<file path="src/source/soc_defines.svh">
// soc slice sizing
// shared widths and depths for the memory path and the console UART

`ifndef SOC_DEFINES_SVH
`define SOC_DEFINES_SVH

// word address width into the SRAM
`define SOC_ADDR_W    8
// data word and byte enable widths
`define SOC_DATA_W    32
`define SOC_BE_W      4

// SRAM depth in words
`define SOC_MEM_WORDS 256

// clock cycles per UART bit
`define SOC_UART_DIV  16

// console job length in bytes
`define SOC_LEN_W     10

`endif

</file>
<file path="src/source/uart_rx_monitor.sv">
// uart receive monitor
// 8N1 receiver on the transmit line, samples mid-bit and
// strobes each good byte for one cycle

`timescale 1ns/1ps

`include "soc_defines.svh"

module uart_rx_monitor (
  input  logic       clk_i,
  input  logic       rst_n_i,
  input  logic       uart_rx_i,
  output logic       data_valid_o,
  output logic [7:0] data_o
);

  localparam int DIV_W = $clog2(`SOC_UART_DIV);

  logic             rx_prev_q;
  logic             active_q;
  logic [DIV_W-1:0] cnt_q;
  // 0 start, 1..8 data, 9 stop
  logic [3:0]       bit_idx_q;
  logic [7:0]       shift_q;
  logic             valid_q;
  logic [7:0]       data_q;

  assign data_valid_o = valid_q;
  assign data_o       = data_q;

  always_ff @(posedge clk_i) begin
    if (!rst_n_i) begin
      rx_prev_q <= 1'b1;
      active_q  <= 1'b0;
      cnt_q     <= '0;
      bit_idx_q <= '0;
      valid_q   <= 1'b0;
    end else begin
      rx_prev_q <= uart_rx_i;
      valid_q   <= 1'b0;
      if (!active_q) begin
        // falling edge starts a frame, first sample half a bit in
        if (rx_prev_q && !uart_rx_i) begin
          active_q  <= 1'b1;
          cnt_q     <= DIV_W'(`SOC_UART_DIV / 2 - 1);
          bit_idx_q <= '0;
        end
      end else if (cnt_q != '0) begin
        cnt_q <= cnt_q - 1'b1;
      end else begin
        cnt_q     <= DIV_W'(`SOC_UART_DIV - 1);
        bit_idx_q <= bit_idx_q + 1'b1;
        if (bit_idx_q == 4'd0 && uart_rx_i) begin
          // glitch, not a real start bit
          active_q <= 1'b0;
        end else if (bit_idx_q == 4'd9) begin
          active_q <= 1'b0;
          // bad stop bit drops the byte
          valid_q  <= uart_rx_i;
        end
      end
    end
  end

  // data path
  always_ff @(posedge clk_i) begin
    if (active_q && cnt_q == '0) begin
      if (bit_idx_q >= 4'd1 && bit_idx_q <= 4'd8) begin
        shift_q <= {uart_rx_i, shift_q[7:1]};
      end
      if (bit_idx_q == 4'd9) begin
        data_q <= shift_q;
      end
    end
  end

endmodule

</file>
<file path="config.mk">
export PLATFORM = sky130hd
export DESIGN_NAME = uart_rx_monitor
export DESIGN_NICKNAME = d
export VERILOG_FILES = /design/src/source/uart_rx_monitor.sv
export VERILOG_INCLUDE_DIRS = /design/src /design/src/source
export SDC_FILE = /design/constraint.sdc
export NUM_CORES = 1
export LEC_CHECK = 0
export ABC_AREA = 0
export CAP_MARGIN = 10
export CORE_AREA = 2 2 64 42
export CTS_BUF_LIST = sky130_fd_sc_hd__clkbuf_8 sky130_fd_sc_hd__clkbuf_16
export DETAILED_ROUTE_END_ITERATION = 7
export DIE_AREA = 0 0 66 44
export DONT_BUFFER_PORTS = 1
export PLACE_DENSITY = 0.65
export SETUP_SLACK_MARGIN = 0.3
export SYNTH_ARGS = -nofsm -noshare
export SYNTH_HDL_FRONTEND = slang
export SYNTH_SLANG_ARGS = --single-unit
</file>
<file path="constraint.sdc">
create_clock -name clk_i -period 4.5 [get_ports clk_i]
set_input_delay 0 -clock clk_i [delete_from_list [all_inputs] [get_ports clk_i]]
set_output_delay 0 -clock clk_i [all_outputs]
set_load 0.02 [all_outputs]
</file>
After elaboration in Yosys (flattened, before gate mapping)
Cells that the tools add are included.
{"block": "word_totals", "regBits": 27, "inputBits": 3, "wordCells": 40}
{"block": "classes", "addsub": 2, "n_lt_le_gt_ge": 2, "eq_ne": 2, "muxes": 11, "bitwise": 3, "n_reduce_logical": 13}
{"cell": "$mux W4", "count": 6}
{"cell": "$logic_not A4 Y1", "count": 2}
{"cell": "$reduce_and A2 Y1", "count": 3}
{"cell": "$mux W1", "count": 5}
{"cell": "$reduce_or A5 Y1", "count": 1}
{"cell": "$add A4 B1 Y4 const B", "count": 1}
{"cell": "$eq A4 B4 Y1 const B", "count": 1}
{"cell": "$ge A4 B1 Y1 const B", "count": 1}
{"cell": "$le A4 B4 Y1 const B", "count": 1}
{"cell": "$logic_and A1 B1 Y1", "count": 4}
{"cell": "$reduce_bool A4 Y1", "count": 1}
{"cell": "$sub A4 B1 Y4 const B", "count": 1}
{"cell": "$not A1 Y1", "count": 3}
{"cell": "$ne A2 B2 Y1 const B", "count": 1}
{"cell": "$reduce_bool A2 Y1", "count": 1}
{"cell": "$logic_not A1 Y1", "count": 1}

Logic depth before layout (Yosys ltp)
Gate-level depths: netlist of run 1.
{"block": "depth", "depth_word": 5, "mapped_depth": 5, "ltp_nobuf": 5}

Least setup slack after synthesis of run 1
OpenSTA, ideal clock, no wires.
{"block": "synth_timing", "path_kind": "register -> register", "startpoint": "register bit_idx_q[0]", "endpoint": "register shift_q[0] (enable)", "setup_time_ps": 386, "t_arrival_ps": 1496, "required_time_ps": 4114, "slack_ps": 2618, "stages_incl_launch_ff": 6, "synth_period_minus_slack_ps": 1882, "cell_sequence": "dfxtp_1 inv_1 ha_1 nand2b_1 nor3_1 a211oi_1"}
{"block": "synth_between", "elab_chain_cells": 3, "word_cells_on_any_way": 4, "classes_between": "order compare: 2; reduce/logical: 2"}
{"item": "start, declared", "line_no": "uart_rx_monitor.sv:23", "rtl": "logic [3:0] bit_idx_q;"}
{"item": "start signal, assigned", "line_no": "uart_rx_monitor.sv:52", "rtl": "bit_idx_q <= bit_idx_q + 1'b1;"}
{"item": "$ge A4 B1 Y1 or $le A4 B4 Y1 (tied branches)", "line_no": "uart_rx_monitor.sv:68", "rtl": "if (bit_idx_q >= 4'd1 && bit_idx_q <= 4'd8) begin"}
{"item": "$logic_and A1 B1 Y1 *", "line_no": "uart_rx_monitor.sv:68"}
{"item": "$reduce_and A2 Y1 (no line) *"}
{"item": "end signal, assigned", "line_no": "uart_rx_monitor.sv:69", "rtl": "shift_q <= {uart_rx_i, shift_q[7:1]};"}
{"item": "end, declared", "line_no": "uart_rx_monitor.sv:24", "rtl": "logic [7:0] shift_q;"}
Mark *: on every way between the ends. The rest lies on a longest branch, timed or not.
A chain may end at the register's enable or synchronous reset.

Worst setup path in the final report of run 1
{"block": "layout_timing", "startpoint": "register cnt_q[0]", "endpoint": "register shift_q[4] (enable)"}
{"block": "layout_between", "elab_chain_cells": 3}
{"item": "start, declared", "line_no": "uart_rx_monitor.sv:21", "rtl": "logic [DIV_W-1:0] cnt_q;"}
{"item": "start signal, assigned", "line_no": "uart_rx_monitor.sv:45", "rtl": "cnt_q <= DIV_W'(`SOC_UART_DIV / 2 - 1);"}
{"item": "start signal, assigned", "line_no": "uart_rx_monitor.sv:49", "rtl": "cnt_q <= cnt_q - 1'b1;"}
{"item": "start signal, assigned", "line_no": "uart_rx_monitor.sv:51", "rtl": "cnt_q <= DIV_W'(`SOC_UART_DIV - 1);"}
{"item": "$logic_not A4 Y1", "line_no": "uart_rx_monitor.sv:67", "rtl": "if (active_q && cnt_q == '0) begin"}
{"item": "$logic_and A1 B1 Y1", "line_no": "uart_rx_monitor.sv:67"}
{"item": "$reduce_and A2 Y1 (no line)"}
Every way passes these cells.

==> results.py, run 1 <==
metrics = {
    "status": {
        "outcome": "finished clean",
    },
    "timing": {
        "whs_ps": 11.10,
        "worst_pin_slew_ps": 1147,
        "final_period_minus_worst_setup_slack_ps": 2238,
        "finalSetupTns_ps": 0,
        "worst_clock_skew_ps": 2.275,
        "relSlewSlack_pct": 23.10,
        "unrepaired_setup_endpoints_after_global_routing": "no",
        "max_freq_ghz": 0.4469,
        "finalMaxSlewViolations": 0,
        "timing.final.setup_violations": 0,
        "finalHoldViolCount": 0,
        "fin_crit_sh_pct": 49.73,
    },
    "die": {
        "die_h_um": 44,
        "num_rows": 14,
        "die-area_um2": 2904,
        "floorplan.initialDensity_pct": 46.32,
        "core_area_um2": 2347,
        "die_width_um": 66,
        "ios": 12,
    },
    "logic_synthesis": {
        "synth.ff_latch_count": 27,
        "synth_largest_type_area_fraction_pct": 44.19,
        "synth_nets": 92,
        "synth_warnings": 0,
        "synth_top_cell_by_area": "sky130_fd_sc_hd__edfxtp_1",
        "ys_seq_area_share_pct": 64.44,
        "synth_cell_type_count": 30,
        "netlist_area_before_placement_um2": 1087,
        "synthesis.instances": 85,
        "postSynthAreaPerCell_um2": 12.79,
        "yosys-top-cells-area": "sky130_fd_sc_hd__edfxtp_1 44%, sky130_fd_sc_hd__dfxtp_1 20%, sky130_fd_sc_hd__ha_1 4.6%, sky130_fd_sc_hd__nand2_1 3.8%, sky130_fd_sc_hd__inv_1 2.4%",
    },
    "critical_path": {
        "timing.reg2reg.setup_slack_ps": 2260,
        "critical_register_to_register_path_endpoint": "shift_q[4]",
        "timing.critical_path.from_type": "flop",
        "critical_path_class": "reg -> reg",
        "critPathCaptureType": "flop",
        "cpPeakStageDelay_ps": 970,
        "r2r.worst_path.cells": 4,
        "timing.critical_path.cells": "inv_1, ha_1, nand4bb_1, a211oi_1",
        "critical_path_peak_fanout": 8,
        "cpMaxStageDelayCell": "sky130_fd_sc_hd__a211oi_1",
        "worst_flop_to_flop_path_startpoint": "cnt_q[0]",
        "arrival_ps": 2120,
        "required_ps": 4390,
        "critPathBufInv": 1,
        "cpLargestDelayFamily": "compound AO/OA/AOI/OAI gates",
    },
    "clocking": {
        "post_cts_buffers": 0,
        "cts_sinks": 27,
        "cts_made_buffers": 3,
        "clk_transition_reported_paths_ps": 80,
        "cell_chosen_for_the_clock_root": "sky130_fd_sc_hd__clkbuf_8",
        "clock_tree.buffer_depth": 2,
        "cts_max_level": 1,
        "tritoncts": "done",
        "worstSkewPairLatency_ps": 260,
    },
    "grt": {
        "grt_pass1_vias": 628,
        "grt_pass1_wl_mm": 3.098,
        "gr-total-overflow": 0,
        "grt_antenna_before_repair": 0,
        "grt_max_degree": 15,
        "grt_usage_pct": 15.15,
    },
    "final_layout": {
        "area_growth_pct": 8.976,
        "finish.cell_count_without_fillers": 123,
        "antenna_cells": 0,
        "fillers": 204,
        "utilization_pct": 50.48,
        "share_of_final_layout_standard_cells_stronger_than_drive_strength_1_pct": 8.791,
        "final_net_count": 99,
        "postLayoutCellArea_um2": 1185,
    },
    "worst_hold_path": {
        "worst_hold_path_type": "in -> reg",
        "hold_path.startpoint": "uart_rx_i",
        "worst_hold_path.endpoint": "cnt_q[2]",
        "holdPathStages": 2,
    },
    "routing": {
        "drtAntennaViolNets": 0,
        "route.vias.total": 650,
        "drt_first_iter_violations": 29,
        "vias_per_cell": 5.285,
        "first_pass_iters": 4,
        "finalWirelength_mm": 1.754,
        "post_drt_wl_per_cell_um": 14.26,
        "post-route-drc-count": 0,
    },
    "power": {
        "ir_worst_vdd_mv": 0.2119,
        "p_leak_nw": 0.4105,
        "powerDensity_nw_per_um2": 378.6,
    },
    "place": {
        "io_buffer_count": 0,
        "post_dp_cell_area_um2": 1105,
        "place_congestion": 0.8307,
        "half_perimeter_wire_length_of_the_detailed_placement_result_mm": 1.234,
        "dpl.cell_count": 115,
    },
    "job": {
        "maxCapViolations": 0,
    },
}
==> cells by family after synthesis <==
kind of cell             synth area share [%]
adder cells (fa/ha/maj)                 4.603
flip-flops                              64.44
XOR/XNOR                               0.8057
buffers and inverters                   4.488
AND/OR/NAND/NOR                         15.88
AO/OA/AOI/OAI                           9.782
==> metrics by stage <==
step	worst slack [ps]	total power [mW]
floorplan	2618	0.3165
global placement	2302	0.3206
detailed placement	2205	0.3213
CTS	2192	0.4551
global route	2037	0.4707
finish	2262	0.4486
==> flip-flops by register name (all words and copies together), names as in the netlist <==
register      flops
bit_idx_q         4
data_valid_o      1
data_o            8
rx_prev_q         1
active_q          1
cnt_q             4
shift_q           8
==> placed cells by master, fill, tap and decap left out, types with 2 or more instances in the layout <==
cell type,Yosys,final
sky130_fd_sc_hd__nand2_1,11,11
sky130_fd_sc_hd__inv_1,7,8
sky130_fd_sc_hd__dlygate4sd3_1,0,3
sky130_fd_sc_hd__nor3_1,2,2
sky130_fd_sc_hd__nand3_1,4,4
sky130_fd_sc_hd__clkbuf_8,0,3
sky130_fd_sc_hd__edfxtp_1,16,16
sky130_fd_sc_hd__ha_1,4,4
sky130_fd_sc_hd__dfxtp_1,11,11
sky130_fd_sc_hd__a21oi_1,5,5
sky130_fd_sc_hd__nand2b_1,3,3
==> report_power, final <==
group | switching, mW | internal (mW)
logic | 0.0223 | 0.0217
registers | 0.00916 | 0.267
clock network | 0.0675 | 0.0610
total | 0.0991 | 0.350
==> repair_timing <==
item	4_1_cts	5_1_grt
gates resized for setup	0	0
hold buffers	3	0
endpoints found under the hold margin	12	0
==> layout make-up <==
class | instances | area, µm² | area share (%)
Clock inverter | 1 | 3.754 | 0.3168
Tap cell | 32 | 40.04 | 3.379
Timing Repair Buffer | 4 | 35.03 | 2.957
Clock buffer | 3 | 41.29 | 3.485
Sequential cell | 27 | 700.7 | 59.13
Multi-Input combinational cell | 49 | 337.8 | 28.51
Inverter | 7 | 26.28 | 2.218
==> layer usage <==
layer  GRT usage (%)  up-vias  wire [µm]
li1                -      320          -
met1           19.83      318        860
met2           23.23        7        813
met3           5.455        5         51
met4           6.122        0         29
met5               0        -          0
==> how the worst max path moves through the flow <==
| stage | to | from | cells past startpoint |
|---|---|---|---|
| finish | shift_q[4] | cnt_q[0] | 4 |
| global route | shift_q[4] | cnt_q[0] | 4 |
| CTS | data_o[1] | cnt_q[0] | 4 |
| detailed placement | data_o[1] | cnt_q[0] | 4 |
| global placement | shift_q[6] | bit_idx_q[0] | 5 |
| floorplan | shift_q[0] | bit_idx_q[0] | 5 |
==> worst register-to-register path, cell delays in order (launching register included) <==
cell and delay, ps:
sky130_fd_sc_hd__dfxtp_1 340, sky130_fd_sc_hd__inv_1 70, sky130_fd_sc_hd__ha_1 210, sky130_fd_sc_hd__nand4bb_1 260, sky130_fd_sc_hd__a211oi_1 970
==> Yosys cell counts, drive strengths merged <==
cell type / number
nand4bb: 1
o221a: 1
nand2b: 4
nor3b: 1
and4bb: 1
o311a: 1
or3b: 1
a211oi: 1
o22ai: 1
or4b: 1
o21bai: 1
o21ai: 1
edfxtp: 16
nor2: 1
a21oi: 5
a311oi: 1
buf: 2
a41oi: 1
and3: 1
nor3: 2
ha: 4
nand3: 4
o21a: 1
dfxtp: 11
a221oi: 1
nand2: 11
xnor2: 1
inv: 7
or3: 1
No activity file was read; power rests on OpenSTA's default activity.
==> inputs of run 2 (changes only) <==
==> constraint.sdc (replaced) <==
create_clock -name clk_i -period 2.1 [get_ports clk_i]
set_input_delay 0 -clock clk_i [delete_from_list [all_inputs] [get_ports clk_i]]
set_output_delay 0 -clock clk_i [all_outputs]
set_load 0.02 [all_outputs]
==> results.py, run 2 (synthesis results as in run 1) <==
metrics = {
    "worst_hold_path": {
        "worst_hold_path.endpoint": "cnt_q[2]",
        "hold_path.startpoint": "uart_rx_i",
        "worst_hold_path_type": "in -> reg",
        "holdPathStages": 2,
    },
    "place": {
        "pre_cts_slack_ps": 472.9,
        "io_buffer_count": 0,
        "half_perimeter_wire_length_of_the_detailed_placement_result_mm": 1.149,
        "place_congestion": 0.8296,
    },
    "die": {
        "core_area_um2": 2347,
        "ios": 12,
        "die-area_um2": 2904,
        "floorplan.initialDensity_pct": 46.32,
        "die_h_um": 44,
        "num_rows": 14,
        "die_width_um": 66,
    },
    "routing": {
        "drtAntennaViolNets": 0,
        "first_pass_iters": 4,
        "drt_first_iter_violations": 43,
        "post-route-drc-count": 0,
        "finalWirelength_mm": 1.631,
        "route.vias.total": 634,
        "vias_per_cell": 5.113,
        "post_drt_wl_per_cell_um": 13.15,
    },
    "power": {
        "combPwrFrac_pct": 9.8,
        "switching_share_pct": 21.70,
        "cellInternalPower_mw": 0.7508,
        "power_frac_clock_pct": 28.5,
        "p_leak_nw": 0.4154,
        "ir_worst_vdd_mv": 0.3781,
        "powerDensity_nw_per_um2": 801.6,
        "share_seq_of_total_power_pct": 61.7,
        "power_switching_mw": 0.2081,
        "final_power_mw": 0.9589,
    },
    "clocking": {
        "cts_made_buffers": 3,
        "post_cts_buffers": 0,
        "tritoncts": "done",
        "cts_sinks": 27,
        "cell_chosen_for_the_clock_root": "sky130_fd_sc_hd__clkbuf_8",
        "clock_tree.buffer_depth": 2,
        "cts_max_level": 1,
        "postCtsResizedCells": 0,
        "worstSkewPairLatency_ps": 260,
        "clk_transition_reported_paths_ps": 90,
    },
    "timing": {
        "worst_clock_skew_ps": 7.513,
        "layout_setup_ws_ps": 431.6,
        "fin_crit_sh_pct": 79.45,
        "finalMaxSlewViolations": 0,
        "final_period_minus_worst_setup_slack_ps": 1668,
        "timing.final.setup_violations": 0,
        "finalSetupTns_ps": 0,
        "unrepaired_setup_endpoints_after_global_routing": "no",
        "worst_pin_slew_ps": 299.1,
        "finalHoldViolCount": 0,
        "max_freq_ghz": 0.5994,
        "relSlewSlack_pct": 80.01,
    },
    "grt": {
        "gr-total-overflow": 0,
        "grt_pass1_vias": 607,
        "grt_usage_pct": 13.04,
        "grt_antenna_before_repair": 0,
        "grt_max_degree": 16,
        "grt_pass1_wl_mm": 2.739,
    },
    "critical_path": {
        "arrival_ps": 1640,
        "cpPeakStageDelay_ps": 350,
        "r2r.worst_path.cells": 5,
        "timing.critical_path.from_type": "flop",
        "critPathCaptureType": "flop",
        "required_ps": 2070,
        "critical_path_peak_fanout": 8,
        "critical_register_to_register_path_endpoint": "shift_q[4]",
        "cpMaxStageDelayCell": "sky130_fd_sc_hd__dfxtp_1",
        "timing.critical_path.cells": "inv_1, ha_1, nand4bb_1, a211oi_1, buf_4",
        "critical_path_class": "reg -> reg",
        "worst_flop_to_flop_path_startpoint": "cnt_q[0]",
        "timing.reg2reg.setup_slack_ps": 430,
    },
    "final_layout": {
        "area_growth_pct": 10.01,
        "fillers": 209,
        "layout.cells.most_common_list": "16 x sky130_fd_sc_hd__edfxtp_1, 11 x sky130_fd_sc_hd__nand2_1, 11 x sky130_fd_sc_hd__dfxtp_1",
        "final_common_cell": "sky130_fd_sc_hd__edfxtp_1",
        "share_of_final_layout_standard_cells_stronger_than_drive_strength_1_pct": 10.87,
        "antenna_cells": 0,
        "final_net_count": 100,
    },
    "job": {
        "maxCapViolations": 0,
    },
    "status": {
        "outcome": "finished clean",
    },
}
run 2: layout make-up:
cell class | instances | area, µm² | area share [%]
inverter | 7 | 26.28 | 2.197
multi-input combinational | 49 | 337.8 | 28.24
tap | 32 | 40.04 | 3.347
sequential | 27 | 700.7 | 58.58
timing repair buffer | 5 | 45.04 | 3.766
clock inverter | 1 | 5.005 | 0.4184
clock buffer | 3 | 41.29 | 3.452
run 2: critical path, delay by kind of cell (launching register included):
family,cells,cell delay [ps]
flip-flops,1,350
buffers and inverters,2,280
AND/OR/NAND/NOR,1,270
AO/OA/AOI/OAI,1,260
adder cells (fa/ha/maj),1,220
run 2: timing repair:
item	in CTS	in global routing
hold buffers	3	0
endpoints found under the hold margin	12	0
setup endpoints to repair	0	0
run 2: power groups by stage:
stage	Sequential (mW)	Clock (mW)	Combinational, mW
after floorplan	0.595	0	0.0832
after global placement	0.602	0	0.0852
after detailed placement	0.602	0	0.0853
after CTS	0.591	0.288	0.0928
after global routing	0.594	0.312	0.106
final	0.591	0.274	0.0938
run 2: metrics by stage:
stage	area [µm²]	utilization, %	hold slack (ps)	instances
2_1_floorplan	1087	-	73.04	85
3_3_place_gp	1120	47.71	74.93	117
3_5_place_dp	1120	47.71	78.18	117
4_1_cts	1196	50.96	8.514	124
5_1_grt	1196	50.96	18.80	124
6_report	1196	50.96	15.75	124
run 2: layer usage:
metal	global-route usage [%]	up-vias	routed length, µm
met5	0	-	0
met4	4.490	0	11
met3	5.455	2	65
met2	19.39	15	725
met1	17.39	296	828
li1	-	321	-
run 2: how the worst max path moves through the flow:
stage / endpoint / startpoint
final: shift_q[4] / cnt_q[0]
after global routing: data_o[6] / cnt_q[0]
after CTS: shift_q[7] / cnt_q[0]
after detailed placement: shift_q[1] / cnt_q[0]
after global placement: shift_q[6] / cnt_q[0]
after floorplan: shift_q[0] / bit_idx_q[0]
==> inputs of run 3 (changes only) <==
==> constraint.sdc (replaced) <==
create_clock -name clk_i -period 1.7 [get_ports clk_i]
set_input_delay 0 -clock clk_i [delete_from_list [all_inputs] [get_ports clk_i]]
set_output_delay 0 -clock clk_i [all_outputs]
set_load 0.02 [all_outputs]
==> results.py, run 3 (synthesis results as in run 1) <==
metrics = {
    "status": {
        "outcome": "finished clean",
    },
    "timing": {
        "finalHoldViolCount": 0,
        "unrepaired_setup_endpoints_after_global_routing": "yes",
        "final_period_minus_worst_setup_slack_ps": 1433,
        "relSlewSlack_pct": 78.38,
        "max_freq_ghz": 0.6980,
        "worst_pin_slew_ps": 323.3,
        "fin_crit_sh_pct": 84.28,
        "finalSetupTns_ps": 0,
        "layout_setup_ws_ps": 267.3,
        "finalMaxSlewViolations": 0,
        "timing.final.setup_violations": 0,
        "worst_clock_skew_ps": 1.865,
    },
    "grt": {
        "gr-total-overflow": 0,
        "grt_pass1_vias": 708,
        "grt_pass1_wl_mm": 3.539,
        "grt_usage_pct": 17.42,
        "grt_max_degree": 16,
        "grt_antenna_before_repair": 0,
    },
    "power": {
        "p_leak_nw": 0.4907,
        "ir_worst_vdd_mv": 0.4652,
        "powerDensity_nw_per_um2": 917.3,
    },
    "job": {
        "maxCapViolations": 0,
    },
    "critical_path": {
        "required_ps": 1700,
        "critical_path_class": "reg -> reg",
        "r2r.worst_path.cells": 5,
        "worst_flop_to_flop_path_startpoint": "cnt_q[0]",
        "arrival_ps": 1430,
        "critical_path_peak_fanout": 6,
        "critical_register_to_register_path_endpoint": "shift_q[0]",
        "critPathCaptureType": "flop",
        "timing.critical_path.from_type": "flop",
        "timing.reg2reg.setup_slack_ps": 270,
    },
    "place": {
        "io_buffer_count": 0,
        "half_perimeter_wire_length_of_the_detailed_placement_result_mm": 1.400,
        "place_congestion": 0.8122,
        "pre_cts_slack_ps": 105.7,
    },
    "die": {
        "ios": 12,
        "num_rows": 14,
        "die_width_um": 66,
        "core_area_um2": 2347,
        "floorplan.initialDensity_pct": 46.32,
        "die-area_um2": 2904,
        "die_h_um": 44,
    },
    "routing": {
        "finalWirelength_mm": 2.265,
        "post-route-drc-count": 0,
        "post_drt_wl_per_cell_um": 16.65,
        "vias_per_cell": 5.412,
        "route.vias.total": 736,
        "first_pass_iters": 4,
        "drt_first_iter_violations": 34,
        "drtAntennaViolNets": 0,
    },
    "worst_hold_path": {
        "worst_hold_path.endpoint": "cnt_q[2]",
        "worst_hold_path_type": "in -> reg",
        "hold_path.startpoint": "uart_rx_i",
        "holdPathStages": 2,
    },
    "final_layout": {
        "antenna_cells": 0,
        "utilization_pct": 59.17,
        "share_of_final_layout_standard_cells_stronger_than_drive_strength_1_pct": 36.54,
        "final_common_cell": "sky130_fd_sc_hd__edfxtp_1",
        "area_growth_pct": 27.73,
        "layout.cells.most_common_list": "16 x sky130_fd_sc_hd__edfxtp_1, 10 x sky130_fd_sc_hd__nand2_1, 10 x sky130_fd_sc_hd__buf_4",
        "area_taken_by_multi_input_logic_gates_um2": 417.9,
        "final_net_count": 112,
        "register_area_um2": 708.2,
        "fillers": 189,
    },
    "clocking": {
        "clk_transition_reported_paths_ps": 80,
        "worstSkewPairLatency_ps": 270,
        "cell_chosen_for_the_clock_root": "sky130_fd_sc_hd__clkbuf_8",
        "cts_max_level": 1,
        "cts_sinks": 27,
        "tritoncts": "done",
        "cts_made_buffers": 3,
        "clock_tree.buffer_depth": 2,
    },
}
## run 3: where the power goes
group	switching [mW]	leakage (nW)	internal (mW)
clock	0.192	0.0255	0.164
sequential	0.0208	0.236	0.707
combinational	0.0910	0.229	0.0983
total	0.304	0.491	0.970
## run 3: metrics by stage
stage | instances | instance area, µm² | power (mW) | hold WS, ps
global route | 136 | 1389 | 1.326 | 17.44
finish | 136 | 1389 | 1.274 | 19.41
detailed placement | 118 | 1200 | 0.8912 | 84.46
CTS | 134 | 1358 | 1.274 | 10.08
floorplan | 85 | 1160 | 0.8696 | 73.04
global placement | 118 | 1200 | 0.8864 | 74.89
## run 3: layout make-up
cell class | instances | share of cell area (%)
Clock inverter | 1 | 0.3604
Sequential cell | 27 | 50.99
Multi-Input combinational cell | 49 | 30.09
Timing Repair Buffer | 17 | 10.81
Tap cell | 32 | 2.883
Inverter | 7 | 1.892
Clock buffer | 3 | 2.973
## run 3: critical path: stages (launching register included)
cell                        delay [ps]
sky130_fd_sc_hd__dfxtp_2           350
sky130_fd_sc_hd__inv_2              60
sky130_fd_sc_hd__ha_4              160
sky130_fd_sc_hd__nand4bb_4         180
sky130_fd_sc_hd__a211oi_4          240
sky130_fd_sc_hd__buf_6             160
## run 3: worst max-delay path by stage
stage,start,to,slack (ps),cells after the start
6_report,cnt_q[0],shift_q[0],270,5
5_1_grt,cnt_q[0],shift_q[1],210,5
4_1_cts,cnt_q[0],shift_q[4],290,5
3_5_place_dp,cnt_q[1],shift_q[0],110,4
3_3_place_gp,cnt_q[1],shift_q[0],150,4
2_1_floorplan,cnt_q[1],shift_q[0],250,4
## run 3: timing repair
action / CTS / global route
hold buffers: 3 / 0
gates resized for setup: 4 / 5
pin swaps: 2 / 2
buffers inserted: 9 / 1
endpoints found under the hold margin: 12 / 0
setup endpoints to repair: 16 / 20
cloned: 0 / 1
## run 3: per-layer routing
layer	track usage, %	vias to the layer above	routed length, µm
met5	0	-	0
met3	4.675	4	92
met2	28.28	19	1112
met1	21.92	368	1018
met4	8.571	0	42
li1	-	345	-
